## config.mk

```make
export PLATFORM = sky130hd
export DESIGN_NAME = bar_channel_flat
export DESIGN_NICKNAME = d
export VERILOG_FILES = /design/src/pcie_stream_pkg.sv /design/src/stream_if.sv /design/src/bar_channel.sv /design/src/flat_wrapper.sv
export SDC_FILE = /design/constraint.sdc
export NUM_CORES = 1
export LEC_CHECK = 0
export BUFFER_PORTS_ARGS = -buffer_cell sky130_fd_sc_hd__buf_2
export CAP_MARGIN = 40
export CORE_MARGIN = 8
export CORE_UTILIZATION = 50
export CTS_CLUSTER_SIZE = 8
export DETAILED_ROUTE_END_ITERATION = 10
export PLACE_DENSITY = 0.66
export REMOVE_ABC_BUFFERS = 1
export SYNTH_ARGS = -nofsm -noshare
export SYNTH_HDL_FRONTEND = slang
export SYNTH_SLANG_ARGS = --single-unit
```

## constraint.sdc

```tcl
create_clock -name clk_62p5 -period 9.94 [get_ports clk_62p5]
set_clock_uncertainty 0.2 [all_clocks]
set_input_delay 0.497 -clock clk_62p5 [delete_from_list [all_inputs] [get_ports clk_62p5]]
set_output_delay 0.497 -clock clk_62p5 [all_outputs]
set_load 0.01 [all_outputs]
```

## src/pcie_stream_pkg.sv

```systemverilog
// PCIe stream types
package pcie_stream_pkg;

  // Stream widths
  localparam int DATA_WIDTH    = 32;
  localparam int KEEP_WIDTH    = DATA_WIDTH / 8;
  localparam int BAR_HIT_WIDTH = 7;

  // One received or transmitted data word
  typedef logic [DATA_WIDTH-1:0] data_t;

  // Byte enables, one bit per byte of data_t
  typedef logic [KEEP_WIDTH-1:0] keep_t;

  // One bit per BAR, as reported by the core with each received word
  typedef logic [BAR_HIT_WIDTH-1:0] bar_hit_t;

  // Bit positions in bar_hit_t that select a channel
  // Control has priority when both bits are set
  typedef enum logic [2:0] {
    BAR_CONTROL = 3'd0,
    BAR_DATA    = 3'd1
  } bar_sel_e;

  // Buffered unit, 37 bits wide
  typedef struct packed {
    data_t data;
    keep_t keep;
    logic  last;
  } stream_word_t;

  localparam int STREAM_WORD_WIDTH = $bits(stream_word_t);

endpackage

```

## src/stream_if.sv

```systemverilog
// Valid/ready word stream
`timescale 1ns/1ps

interface stream_if
  import pcie_stream_pkg::*;
();

  data_t data;
  keep_t keep;
  logic  last;
  logic  valid;
  logic  ready;

  // A word moves on every edge where valid and ready are both high
  modport source (
    output data,
    output keep,
    output last,
    output valid,
    input  ready
  );

  modport sink (
    input  data,
    input  keep,
    input  last,
    input  valid,
    output ready
  );

endinterface

```

## src/bar_channel.sv

```systemverilog
// Per-BAR ingress and egress buffers
`timescale 1ns/1ps

module bar_channel
  import pcie_stream_pkg::*;
#(
  parameter int ADDR_WIDTH = 4
) (
  input  logic          clk_62p5,
  input  logic          pcie_reset,

  stream_if.sink        rx_in,
  stream_if.source      tx_out,

  // User read side of the ingress buffer
  input  logic          i_in_rd_stb,
  output logic          o_in_valid,
  output stream_word_t  o_in_word,

  // User write side of the egress buffer
  input  logic          i_out_wr_stb,
  input  stream_word_t  i_out_word,
  output logic          o_out_full
);

  localparam int DEPTH = 1 << ADDR_WIDTH;
  localparam logic [ADDR_WIDTH:0] FULL_COUNT = {1'b1, {ADDR_WIDTH{1'b0}}};

  // Ingress buffer, stream in, user out
  stream_word_t            in_mem [0:DEPTH-1];
  logic [ADDR_WIDTH-1:0]   in_wr_ptr;
  logic [ADDR_WIDTH-1:0]   in_rd_ptr;
  logic [ADDR_WIDTH:0]     in_count;
  logic                    in_push;
  logic                    in_pop;
  stream_word_t            rx_word;

  // Egress buffer, user in, stream out
  stream_word_t            out_mem [0:DEPTH-1];
  logic [ADDR_WIDTH-1:0]   out_wr_ptr;
  logic [ADDR_WIDTH-1:0]   out_rd_ptr;
  logic [ADDR_WIDTH:0]     out_count;
  logic [ADDR_WIDTH:0]     out_count_next;
  logic                    out_push;
  logic                    out_pop;
  logic                    out_valid_q;
  stream_word_t            out_head;

  assign rx_word     = '{data: rx_in.data, keep: rx_in.keep, last: rx_in.last};
  assign rx_in.ready = (in_count != FULL_COUNT);
  assign in_push     = rx_in.valid && rx_in.ready;
  assign o_in_valid  = (in_count != '0);
  assign in_pop      = i_in_rd_stb && o_in_valid;
  // Show-ahead, head word is always on the read port
  assign o_in_word   = in_mem[in_rd_ptr];

  always_ff @(posedge clk_62p5) begin
    if (in_push) begin
      in_mem[in_wr_ptr] <= rx_word;
    end
  end

  always_ff @(posedge clk_62p5) begin
    if (pcie_reset) begin
      in_wr_ptr <= '0;
      in_rd_ptr <= '0;
      in_count  <= '0;
    end else begin
      if (in_push) begin
        in_wr_ptr <= in_wr_ptr + 1'b1;
      end
      if (in_pop) begin
        in_rd_ptr <= in_rd_ptr + 1'b1;
      end
      if (in_push && !in_pop) begin
        in_count <= in_count + 1'b1;
      end else if (in_pop && !in_push) begin
        in_count <= in_count - 1'b1;
      end
    end
  end

  assign o_out_full = (out_count == FULL_COUNT);
  // Writes while full are dropped
  assign out_push   = i_out_wr_stb && !o_out_full;
  assign out_pop    = out_valid_q && tx_out.ready;
  assign out_head   = out_mem[out_rd_ptr];

  assign tx_out.data  = out_head.data;
  assign tx_out.keep  = out_head.keep;
  assign tx_out.last  = out_head.last;
  assign tx_out.valid = out_valid_q;

  always_comb begin
    out_count_next = out_count;
    if (out_push && !out_pop) begin
      out_count_next = out_count + 1'b1;
    end else if (out_pop && !out_push) begin
      out_count_next = out_count - 1'b1;
    end
  end

  always_ff @(posedge clk_62p5) begin
    if (out_push) begin
      out_mem[out_wr_ptr] <= i_out_word;
    end
  end

  always_ff @(posedge clk_62p5) begin
    if (pcie_reset) begin
      out_wr_ptr  <= '0;
      out_rd_ptr  <= '0;
      out_count   <= '0;
      out_valid_q <= 1'b0;
    end else begin
      if (out_push) begin
        out_wr_ptr <= out_wr_ptr + 1'b1;
      end
      if (out_pop) begin
        out_rd_ptr <= out_rd_ptr + 1'b1;
      end
      out_count   <= out_count_next;
      // Valid tracks a non-empty buffer, one edge after the write
      out_valid_q <= (out_count_next != '0);
    end
  end

endmodule

```

## src/flat_wrapper.sv

```systemverilog
// flat-port wrapper written by rule: the top's interface ports become plain ports
module bar_channel_flat import pcie_stream_pkg::*;
#(
  parameter int ADDR_WIDTH = 4
)
  (clk_62p5, pcie_reset, i_in_rd_stb, o_in_valid, o_in_word, i_out_wr_stb, i_out_word, o_out_full, rx_in_data, rx_in_keep, rx_in_last, rx_in_valid, rx_in_ready, tx_out_data, tx_out_keep, tx_out_last, tx_out_valid, tx_out_ready);
  stream_if rx_in_i ();
  stream_if tx_out_i ();
  input  logic clk_62p5;
  input  logic pcie_reset;
  input  logic i_in_rd_stb;
  output logic o_in_valid;
  output stream_word_t o_in_word;
  input  logic i_out_wr_stb;
  input  stream_word_t i_out_word;
  output logic o_out_full;
  input wire logic [$bits(rx_in_i.data)-1:0] rx_in_data;
  input wire logic [$bits(rx_in_i.keep)-1:0] rx_in_keep;
  input wire logic [$bits(rx_in_i.last)-1:0] rx_in_last;
  input wire logic [$bits(rx_in_i.valid)-1:0] rx_in_valid;
  output wire logic [$bits(rx_in_i.ready)-1:0] rx_in_ready;
  output wire logic [$bits(tx_out_i.data)-1:0] tx_out_data;
  output wire logic [$bits(tx_out_i.keep)-1:0] tx_out_keep;
  output wire logic [$bits(tx_out_i.last)-1:0] tx_out_last;
  output wire logic [$bits(tx_out_i.valid)-1:0] tx_out_valid;
  input wire logic [$bits(tx_out_i.ready)-1:0] tx_out_ready;
  assign rx_in_i.data = rx_in_data;
  assign rx_in_i.keep = rx_in_keep;
  assign rx_in_i.last = rx_in_last;
  assign rx_in_i.valid = rx_in_valid;
  assign rx_in_ready = rx_in_i.ready;
  assign tx_out_data = tx_out_i.data;
  assign tx_out_keep = tx_out_i.keep;
  assign tx_out_last = tx_out_i.last;
  assign tx_out_valid = tx_out_i.valid;
  assign tx_out_i.ready = tx_out_ready;
  bar_channel #(.ADDR_WIDTH(ADDR_WIDTH)) u_core (.clk_62p5(clk_62p5), .pcie_reset(pcie_reset), .rx_in(rx_in_i), .tx_out(tx_out_i), .i_in_rd_stb(i_in_rd_stb), .o_in_valid(o_in_valid), .o_in_word(o_in_word), .i_out_wr_stb(i_out_wr_stb), .i_out_word(i_out_word), .o_out_full(o_out_full));
endmodule
```

## Word level (Yosys, flattened, before mapping)

Memory sizes are Yosys's and may differ from the RTL's. A register that Yosys moved wholly into a read port is not among the register bits.
Cells that the tools add are included.

- Bits in registers: 27
- RAM bits: 1184
- Bits of input ports: 80
- Output and inout bits: 78
- Memories kept: 2

Memories:

| name | words | width | rd ports | clocked after memory_dff | write ports | line | RTL |
|---|---|---|---|---|---|---|---|
| u_core.in_mem | 16 | 37 | 1 | 1 | 1 | bar_channel.sv:30 | `stream_word_t in_mem [0:DEPTH-1];` |
| u_core.out_mem | 16 | 37 | 1 | 1 | 1 | bar_channel.sv:39 | `stream_word_t out_mem [0:DEPTH-1];` |

- Add/subtract/negate cells: 8
- Eq/ne operators: 2
- Mux-type cells: 12
- Reduce and logical (&&, ||, !) cells: 16

Operators with widths:

| operator | number |
|---|---|
| $mux W5 | 4 |
| $add A4 B1 Y4 const B | 4 |
| $mux W4 | 4 |
| $add A5 B1 Y5 const B | 2 |
| $reduce_bool A5 Y1 | 2 |
| $sub A5 B1 Y5 const B | 2 |
| $logic_and A1 B1 Y1 | 8 |
| $eq A5 B5 Y1 const B | 1 |
| $logic_not A1 Y1 | 5 |
| $ne A5 B5 Y1 const B | 1 |
| $mux W1 | 4 |
| $reduce_bool A2 Y1 | 1 |

## Depth between registers and ports, before layout

Gate-level depths: netlist of the first run.

- Depth in word-level cells: 8
- Depth in mapped cells: 11
- Depth with buffers taken out: 11

## Least setup slack after synthesis of the first run

OpenSTA, ideal clock, no wires.

- Path type: register to register
- Start: register u_core.out_count[0]
- End: memory u_core.out_mem[3][0] in the netlist's numbering (enable)
- Library setup time: 0.477 ns
- Arrival time: 4.242 ns
- Required time: 9.263 ns
- Setup slack: 5.020 ns
- Stages on the path, launching flop included: 9
- Clock period less this slack: 4.920 ns
- Cells stage by stage: dfxtp_1 clkbuf_1 inv_1 ha_1 and4bb_2 nor2b_1 buf_2 nand2_1 nor3_1

- Longest elaborated chain between the ends: 5

Ends and longest elaborated chain:

| what | line | RTL |
|---|---|---|
| from (decl) | bar_channel.sv:42 | `logic [ADDR_WIDTH:0] out_count;` |
| from (signal assigned) | bar_channel.sv:122 | `out_count <= out_count_next;` |
| $eq A5 B5 Y1 | bar_channel.sv:83 | `assign o_out_full = (out_count == FULL_COUNT);` |
| named net o_out_full | flat_wrapper.sv:16 | `output logic o_out_full;` |
| $logic_not A1 Y1 | bar_channel.sv:85 | `assign out_push = i_out_wr_stb && !o_out_full;` |
| $logic_and A1 B1 Y1 | bar_channel.sv:85 |  |
| $mux W1 | bar_channel.sv:104 | `if (out_push) begin` |
| $mux W1 (implied by the code) | bar_channel.sv:105 | `out_mem[out_wr_ptr] <= i_out_word;` |
| to (decl) | bar_channel.sv:39 |  |

The timed path passes the listed nets, and every way through them passes these cells.

==> summary.md, run 1 <==
| Metric | Value |
|---|---|
| TritonCTS clock tree | built |
| Synth area leader | edfxtp_1 |
| Reg-to-reg endpoint | u_core.out_mem[9][14]$_DFFE_PP_ |
| Count of cell types in the netlist | 42 |
| Fill count | 6527 |
| Area of the multi-input gates | 0.0101 sq mm |
| RR Startpoint | u_core.out_count[0]$_SDFF_PP0_ |
| Post_cts resized | 0 |
| Starting density of the core | 50.3% |
| # DRC | 0 |
| Endpoint class of the critical path | output pin |
| Worst-margin pin slew | 0.955 ns |
| Dpl cells | ~3200 |
| EDFF count, synth | approximately 1200 |
| Crit share post-route | 44.6% |
| Type of the worst setup path | reg2out |
| Setup crit start kind | flop |
| DR vias | 21000 |
| Die H | about 320 microns |
| Most numerous cell in the Yosys netlist | edfxtp_1 |
| Fin nets | between 2000 and 2500 |
| Cell leakage power | 0.0173 uW |
| Worst VDD drop | 0.194 mV |
| Depth of the CTS H-tree | 4 |
| Post-route ant nets | 0 |
| Post-DP Area | 0.0493 sq mm |
| Clk Latency, worst-skew pair | 0.75 ns |
| Crit path DAT | 3.74 ns |
| Die extent in x | 322 microns |
| Routed Wire Length | 99200 microns |
| Fin. max-slew vios | 0 |
| Die ar. | 0.104 sq mm |
| Hpwl dp | 49900 microns |
| Post-Layout Inst Area | roughly 0.055 sq mm |
| Register area share after synthesis | 77.4% |
| Longest Clk Path Bufs | 3 |
| Number of antenna violations at the first check in global routing | 8 |
| Global-route wire length before repair | around 150000 microns |
| PD cells | between 200 and 250 mW/mm^2 |
| # setup viols final | 0 |
| Run status | finished, final reports clean |
| Largest net degree at the start of global routing | 117 |
| Final hold violations | 0 |
| P&R area growth vs syn | 16.9% |
| Top post-synthesis cells by count | edfxtp_1, mux4_2, mux4_1 |
| Num CTS Buffers | 170 |
| Critical path peak fanout | roughly 120 |
| Final cell count without fillers | 3529 |
| Hold Startpoint | tx_out_ready |
| Crit path time final | about 4.4 ns |
| Count of clock tree sinks | 1219 |
| Register-to-Register Path Depth | 8 |
| Clock slew at reported path FFs | ~0.050 ns |
| Initial DRT Pass Iterations | 5 |
| Post-synth top area share | 75.9% |
| Per-cell routed wire length | 28.1 microns |
| Synth warn | 0 |
| Clock Root Buffer | clkbuf_16 |
| Place WS | 6.19 ns |
| Overall Global Routing Usage | 19.2% |
| Layout cells sized above 1 | 30.2% |
| Core outline area | a little over 0.09 sq mm |
| FP Rows | ~110 |
| Vias in the first global route | roughly 22000 |
| Vias/cell | a little under 6 |
| Maximum clock rate | about 230 MHz |
| Ports | approximately 160 |
| Remaining Overflow, GRT | 0 |
| Cell area after synthesis | between 0.04 and 0.05 sq mm |
| Ys flop type | edfxtp_1 |
| Worst Hold Class | in2reg |
| Synthesized flop and latch total | 1219 |
| Ys async rst share | 0% |
| Synth top area cells | edfxtp_1, mux4_2, mux4_1 |
| Worst R2R Setup Slack | 6.46 ns |
| Routability Congestion | 0.712 |
| Cell count after synthesis | ~1900 |
| Register Area | 0.0363 sq mm |
| Req. time, crit path | 9.24 ns |
| Final Worst Setup Slack | approximately 5.5 ns |
| Iter 0 DRT Violations | 1905 |
| Setup_tns | 0 ns |
| RSZ-0062 raised after global routing | false |
| Hold path cells | 4 |
| PortBufs | approximately 160 |
| Max_slew headroom | 36.4% |
| Max-Cap Viols | 0 |
| Synth Area per Inst | 25.1 sq um |
-- timing repair --
action,in CTS,in global routing
hold buffers,77,0
buffers inserted,0,0
hold endpoints to repair,1193,0
-- state kept, by name, indices dropped and copies added (netlist names), named ones only --
register and cells:
u_core.in_count 5, u_core.in_mem 592, u_core.in_rd_ptr 4, u_core.in_wr_ptr 4, u_core.out_count 5, u_core.out_mem 592, u_core.out_rd_ptr 4, u_core.out_wr_ptr 4
u_core.tx_out.valid 1
-- worst max path at each step --
stage | from | endpoint | cells past startpoint
2_1_floorplan | flop | tx_out_data[0] | 2
3_3_place_gp | flop | o_in_word[25] | 4
3_5_place_dp | flop | tx_out_keep[0] | 4
4_1_cts | flop | tx_out_keep[0] | 4
5_1_grt | flop | tx_out_data[8] | 4
6_report | flop | tx_out_data[11] | 4
-- through the flow --
stage	hold WS [ns]	utilization [%]	total power (uW)
final	0.123	58.8	12800
after CTS	0.0612	58.8	13000
after floorplan	0.252	-	7460
after detailed placement	0.290	53.0	7880
after global routing	0.141	58.8	13300
after global placement	0.270	52.7	7810
-- report_power, final --
group	leakage (uW)	switching, uW	internal (uW)
registers	0.0110	94.8	5800
clock network	0.00225	2000	3070
logic	0.00405	894	985
total	0.0173	2990	9850
-- cell usage in the layout, fill, tap and decap left out, types with 2 or more instances in the layout --
master	netlist	layout
nor2_1	54	30
edfxtp_1	1184	1184
dlygate4sd3_1	0	77
ha_1	16	16
diode_2	0	6
a21o_1	3	3
nor3_2	0	8
nand2_1	22	22
and2_1	2	2
mux2i_1	2	2
o31ai_1	2	2
dfxtp_2	0	2
a211oi_1	2	2
mux4_1	119	119
a21oi_1	10	10
clkbuf_1	29	27
nand2b_1	5	5
buf_12	8	5
or3_1	2	2
xor2_1	9	9
buf_4	4	41
xnor2_1	9	9
clkbuf_16	0	171
mux4_2	251	251
o21ai_0	7	7
buf_16	0	6
clkinv_8	0	4
nand3_1	4	4
nand4_1	5	5
inv_1	7	7
dfxtp_4	0	6
inv_6	0	3
nor3b_1	2	2
dfxtp_1	35	27
buf_2	14	157
clkinv_16	0	6
nor2_4	0	24
-- cell families (layout without fill, tap and decap cells) --
family          after synthesis  in the layout  share of synthesized area (%)
compound gates               28             28                          0.358
xor+xnor                     18             18                          0.337
fa+ha+maj                    18             18                          0.492
buf+inv                     101            505                           1.56
flops                      1219           1219                           77.4
mux                         372            372                           18.8
other cells                   0              6                              0
simple gates                109            109                           1.04
-- cell type report --
cell class,count,share of cell area (%)
tap,1254,2.87
clock inverter,14,0.503
timing repair buffer,286,3.89
inverter,7,0.0480
multi-input combinational,545,18.4
clock buffer,198,8.00
antenna,6,0.0274
sequential,1219,66.3
-- routing by layer --
| metal | wire length (microns) | global-route usage, % |
|---|---|---|
| met5 | 43 | 0 |
| met4 | 1990 | 5.60 |
| met3 | 6370 | 4.77 |
| met1 | 39500 | 24.6 |
| met2 | 51300 | 32.7 |
-- worst max-delay path, cell delays in order, from the launching register on --
cell	delay [ns]
dfxtp_4	0.77
buf_12	0.69
mux4_1	0.65
mux4_2	0.54
buf_2	0.17
No activity file was read; power rests on OpenSTA's default activity.
==> run 2: changes to the inputs <==
Clock period 9.94 ns to 4.5 ns, I/O delays scaled along.
==> run 2 against run 1 <==
  * Cell count is essentially flat
  * Sequential power grew 120%
  * Wire length shrank 0.22%
  * Critical endpoint is now tx_out_data[30]
  * Core utilization grew 0.13 points
==> summary.md, run 2 (same netlist as run 1, synthesis figures left out) <==
| Metric | Value |
|---|---|
| Max_slew headroom | 42.2% (+5.8 points) |
| Global-route wire length before repair | 148000 microns (+1.4%) |
| Worst-margin pin slew | 0.868 ns (-0.0870 ns) |
| Clock Root Buffer | clkbuf_16 |
| CP cell instances | buf_4, mux4_1, mux4_2, buf_2 |
| Crit path DAT | 3.28 ns (-0.46 ns) |
| Crit path time final | 3.70 ns |
| Cell leakage power | 0.0174 uW (+0.44%) |
| PortBufs | 157 (unchanged) |
| Per-cell routed wire length | 28.0 microns (-0.28%) |
| Depth of the CTS H-tree | 4 (unchanged) |
| Most frequent cells in the layout | edfxtp_1, mux4_2, clkbuf_16 |
| Commonest non-fill, non-tap cell in the layout | edfxtp_1 |
| Die H | 322 microns (unchanged) |
| FP Rows | 112 (unchanged) |
| P&R area growth vs syn | 17.2% |
| Post_cts resized | 0 (unchanged) |
| Routability Congestion | 0.754 (+6.0%) |
| Layout cells sized above 1 | 30.4% (+0.24 points) |
| Largest net degree at the start of global routing | 53 (-55%) |
| Routed Wire Length | 99000 microns (-0.22%) |
| Die extent in x | 322 microns (unchanged) |
| RR Startpoint | u_core.out_count[0]$_SDFF_PP0_ |
| PD cells | 522 mW/mm^2 (+120%) |
| Final Worst Setup Slack | 0.796 ns (-4.71 ns) |
| Clk Latency, worst-skew pair | 0.73 ns (-0.02 ns) |
| Vias/cell | 5.95 (-0.12%) |
| Fin nets | 2337 (+0.47%) |
| Cts-stage hold buffer count | 81 (+5.2%) |
| Count of clock tree sinks | 1219 (unchanged) |
| Crit share post-route | 82.3% |
| Longest Clk Path Bufs | 3 (unchanged) |
| Core outline area | 0.0930 sq mm (unchanged) |
| Post-Layout Inst Area | 0.0549 sq mm (+0.23%) |
| Largest registers | u_core.in_mem x592, u_core.out_mem x592 |
| Setup crit start kind | flop |
| Utilization after layout | 59.0% (+0.13 points) |
| Req. time, crit path | 4.07 ns (-5.17 ns) |
| Max-Cap Viols | 0 (unchanged) |
| Run status | finished, final reports clean |
| DR vias | 21000 (-0.062%) |
| Post-route ant nets | 0 (unchanged) |
| Overall Global Routing Usage | 19.2% (about the same) |
| Maximum clock rate | 270 MHz |
| Place WS | 1.25 ns (-4.94 ns) |
| Ports | 158 (unchanged) |
| Fin. max-slew vios | 0 (unchanged) |
| Clock slew at reported path FFs | 0.05 ns (about the same) |
| Die ar. | 0.104 sq mm (unchanged) |
| Register Area | 0.0363 sq mm (unchanged) |
| Number of antenna violations at the first check in global routing | 6 (-2) |
| TritonCTS clock tree | built |
| Num CTS Buffers | 170 (unchanged) |
| Type of the worst setup path | reg2out |
| Post-DP Area | 0.0494 sq mm (+0.15%) |
| Worst Hold Class | in2reg |
| Pwr Total | 28700 uW (+120%) |
| Remaining Overflow, GRT | 0 (unchanged) |
| Hold path cells | 2 (-2) |
| Critical path peak fanout | 28 (-76%) |
| Hold Startpoint | rx_in_data[29] |
| Area of the multi-input gates | 0.0101 sq mm (unchanged) |
| Worst VDD drop | 0.377 mV (+94%) |
| Final hold violations | 0 (unchanged) |
| Register-to-Register Path Depth | 8 (unchanged) |
| Hpwl dp | 53400 microns (+6.8%) |
| Slowest-stage cell, CP | dfxtp_4 |
| Setup_tns | 0 ns (unchanged) |
| Starting density of the core | 50.3% (unchanged) |
| # setup viols final | 0 (unchanged) |
| Vias in the first global route | 22600 (+2.2%) |
| RSZ-0062 raised after global routing | false |
| Iter 0 DRT Violations | 1884 (-1.1%) |
| # DRC | 0 (unchanged) |
| Initial DRT Pass Iterations | 5 (unchanged) |
| Endpoint class of the critical path | output pin |
| Post-CTS setup buffer count | 0 (unchanged) |
| Largest stage delay on the critical path | 0.72 ns (-0.05 ns) |
| Fill count | 6511 (-0.25%) |
## run 2: cell count changes in the layout (fill, tap and decap cells not counted), sizes merged
| cell | delta |
|---|---|
| clkinv | -3 |
| dlygate4sd3 | +4 |
| inv | +1 |
| clkbuf | -4 |
| buf | +7 |
| diode | -3 |
## run 2: final timing paths
path / to / slack [ns]
max: tx_out_data[30] / 0.80
min reg2reg: flop / 0.30
max reg2reg: u_core.out_mem[6][12]$_DFFE_PP_ / 1.21
min: u_core.in_mem[4][34]$_DFFE_PP_ / 0.22
## run 2: stage by stage
stage               instances  hold slack (ns)
CTS                      3528            0.156
global placement         3238            0.277
floorplan                1771           0.0941
detailed placement       3241            0.280
finish                   3531            0.223
global route             3529            0.187
## run 2: power by group
part | internal, uW | switching [uW]
Clock | 6840 | 4440
Combinational | 2230 | 2030
Sequential | 12800 | 308
Total | 21900 | 6780
## run 2: layout make-up
class	count	share of cell area, %
diodes	3	0.0137
clock buffers	194	8.03
clock inverters	12	0.486
inverters	7	0.0479
multi-input cells	545	18.3
flip-flops and latches	1219	66.1
well taps	1254	2.86
repair buffers	297	4.09
## run 2: layer usage
layer	wire, microns	global-route usage, %	share of wire [%]
met1	40200	25.3	41
met2	51500	32.9	52
met4	1870	5.21	1.9
met5	13	0	0.013
met3	5420	3.74	5.5
## run 2: worst max-delay path, delay by kind of cell (launching register included)
kind     cells  cell delay [ns]
buf+inv      2             0.69
flops        1             0.72
mux          2             1.12
==> run 3: changes to the inputs <==
Settings changed: ABC_AREA set to 1, PLACE_DENSITY 0.66 to 0.69.
Clock period 4.5 ns to 3.4 ns, I/O delays scaled along.
==> run 3 against run 2 <==
  * Hold slack got worse by 0.11 ns
  * Total power is 35% higher
  * Combinational power grew 50%
  * Die area is 4.1% higher
  * Clock-buffer cell count up 5
  * Core utilization about the same
  * Clock power up 33%
  * Final area grew 4.0%
  * Critical endpoint is now tx_out_keep[3]
==> summary.md, run 3 <==
| Metric | Value |
|---|---|
| Run status | finished, final reports clean |
| Routed Wire Length | 112000 microns (+13%) |
| Final cell count without fillers | 4971 (+41%) |
| EDFF count, synth | 1184 (unchanged) |
| Max-Cap Viols | 0 (unchanged) |
| Setup crit start kind | flop |
| Post-synth top area share | 72.8% (-3.1 points) |
| Post-DP Area | 0.0515 sq mm (+4.4%) |
| Remaining Overflow, GRT | 0 (unchanged) |
| Core outline area | 0.0967 sq mm (+3.9%) |
| Most frequent cells in the layout | edfxtp_1, inv_1, a21oi_1 |
| Global-route wire length before repair | 169000 microns (+14%) |
| Type of the worst setup path | reg2out |
| PortBufs | 157 (unchanged) |
| Max_slew headroom | 39.6% (-2.6 points) |
| TritonCTS clock tree | built |
| Synth warn | 0 (unchanged) |
| Iter 0 DRT Violations | 2614 (+39%) |
| Register Area | 0.0363 sq mm (unchanged) |
| Worst-margin pin slew | 0.906 ns (+0.0389 ns) |
| Number of antenna violations at the first check in global routing | 6 (unchanged) |
| Count of cell types in the netlist | 32 (-24%) |
| DR vias | 28400 (+35%) |
| Hpwl dp | 59300 microns (+11%) |
| Cell count after synthesis | 3367 (+81%) |
| RSZ-0062 raised after global routing | false |
| Register area share after synthesis | 74.2% (-3.2 points) |
| # DRC | 0 (unchanged) |
| Count of clock tree sinks | 1219 (unchanged) |
| Crit path DAT | 2.81 ns (-0.47 ns) |
| Area of the multi-input gates | 0.0105 sq mm (+4.0%) |
| Post-CTS setup buffer count | 0 (unchanged) |
| Dpl cells | 4670 (+44%) |
| # setup viols final | 0 (unchanged) |
| Fill count | 7167 (+10%) |
| P&R area growth vs syn | 16.8% |
| Longest Clk Path Bufs | 3 (unchanged) |
| Top post-synthesis cells by count | edfxtp_1, inv_1, a21oi_1 |
| Maximum clock rate | 315 MHz |
| Post-Layout Inst Area | 0.0570 sq mm (+4.0%) |
| Cell leakage power | 0.0195 uW (+12%) |
| Largest net degree at the start of global routing | 149 (+180%) |
| Synthesized flop and latch total | 1219 (unchanged) |
| Depth of the CTS H-tree | 4 (unchanged) |
| Ys flop type | edfxtp_1 |
| Starting density of the core | 50.5% (+0.17 points) |
| Worst VDD drop | 0.495 mV (+31%) |
| Worst Hold Class | in2reg |
| Clock slew at reported path FFs | 0.05 ns (about the same) |
| Cell area after synthesis | 0.0488 sq mm (+4.3%) |
| Routability Congestion | 0.755 (+0.12%) |
| Die extent in x | 329 microns (+2.0%) |
| Ys async rst share | 0% (unchanged) |
| Synth top area cells | edfxtp_1, mux2i_1, o211ai_1 |
| Vias/cell | 5.71 (-4.1%) |
| Fin. max-slew vios | 0 (unchanged) |
| Clock Root Buffer | clkbuf_16 |
| Die H | 329 microns (+2.0%) |
| Endpoint class of the critical path | output pin |
| Overall Global Routing Usage | 20.3% (+1.1 points) |
| Commonest non-fill, non-tap cell in the layout | edfxtp_1 |
| Pwr Total | 38600 uW (+35%) |
| Post_cts resized | 0 (unchanged) |
| Post-route ant nets | 0 (unchanged) |
| Fin nets | 3745 (+60%) |
| Most numerous cell in the Yosys netlist | edfxtp_1 |
| Final hold violations | 0 (unchanged) |
| Req. time, crit path | 3.03 ns (-1.04 ns) |
| Ports | 158 (unchanged) |
| Vias in the first global route | 28500 (+26%) |
| Synth Area per Inst | 14.5 sq um (-42%) |
| Synth area leader | edfxtp_1 |
| Crit path time final | roughly 3.2 ns |
| Clk Latency, worst-skew pair | 0.76 ns (+0.03 ns) |
| Initial DRT Pass Iterations | 5 (unchanged) |
| Largest registers | u_core.in_mem x592, u_core.out_mem x592 |
| FP Rows | 114 (+1.8%) |
| Layout cells sized above 1 | 13.0% (-17 points) |
| Crit share post-route | roughly 94% |
| Num CTS Buffers | 170 (unchanged) |
| Per-cell routed wire length | 22.4 microns (-20%) |
| PD cells | 677 mW/mm^2 (+30%) |
| Critical path peak fanout | 58 (+110%) |
| Die ar. | 0.108 sq mm (+4.1%) |
## run 3: routing by layer
| layer | up-vias | global-route usage, % | share of wire, % |
|---|---|---|---|
| met2 | 978 | 34.6 | 50 |
| met5 | - | 0 | 0.0090 |
| met4 | 2 | 8.45 | 3.4 |
| li1 | 13200 | - | - |
| met1 | 14000 | 25.5 | 40 |
| met3 | 239 | 3.83 | 6.2 |
## run 3: worst paths after layout
check | depth (start not counted) | endpoint | start | slack [ns]
max reg2reg | 15 | u_core.in_count[4]$_SDFFE_PP0P_ | u_core.in_count[0]$_SDFFE_PP0P_ | 0.59
max | 7 | tx_out_keep[3] | flop | 0.22
min reg2reg | 1 | flop | u_core.out_rd_ptr[3]$_SDFFE_PP0N_ | 0.25
min | 2 | u_core.in_mem[12][17]$_DFFE_PP_ | rx_in_data[12] | 0.11
## run 3: cell families after synthesis
logic type,share of synthesized area [%]
muxes,6.07
DFF,74.2
buffers and inverters,4.82
adders and majority gates,0.451
and+or+nand+nor,2.86
xor gates and xnor gates,0.0897
AOI/OAI and AO/OA,11.5
## run 3: repair_timing
action / CTS / global route
setup endpoints to repair: 0 / 0
hold buffers: 82 / 0
hold endpoints to repair: 1214 / 0
## run 3: final cells by class
| class | instances | share of cell area [%] |
|---|---|---|
| flip-flops and latches | 1219 | 63.6 |
| multi-input cells | 1605 | 18.3 |
| clock buffers | 199 | 7.69 |
| repair buffers | 320 | 4.83 |
| well taps | 1276 | 2.80 |
| inverters | 332 | 2.19 |
| clock inverters | 15 | 0.524 |
| diodes | 5 | 0.0219 |
## run 3: power by group
group	total [uW]	leakage (uW)	internal, uW	switching (uW)
Combinational	6390	0.00620	2310	4080
Clock	15000	0.00227	9010	5990
Sequential	17200	0.0110	17000	232
## run 3: per-stage QoR
step	worst slack, ns	util, %	TNS [ns]	hold WS (ns)
2_1_floorplan	-7.70	-	-565.16	0.0391
3_3_place_gp	0.596	53.3	0	0.223
3_5_place_dp	0.611	53.3	0	0.236
4_1_cts	0.177	59.0	0	0.0643
5_1_grt	0.0909	59.0	0	0.131
6_report	0.221	59.0	0	0.114
## run 3: worst max-delay path, stage by stage (launching register included)
cell	delay, ns
dfxtp_4	0.61
buf_12	0.35
buf_12	0.26
mux2i_1	0.20
o21ai_0	0.12
o211ai_1	0.24
nand2_1	0.08
buf_2	0.15
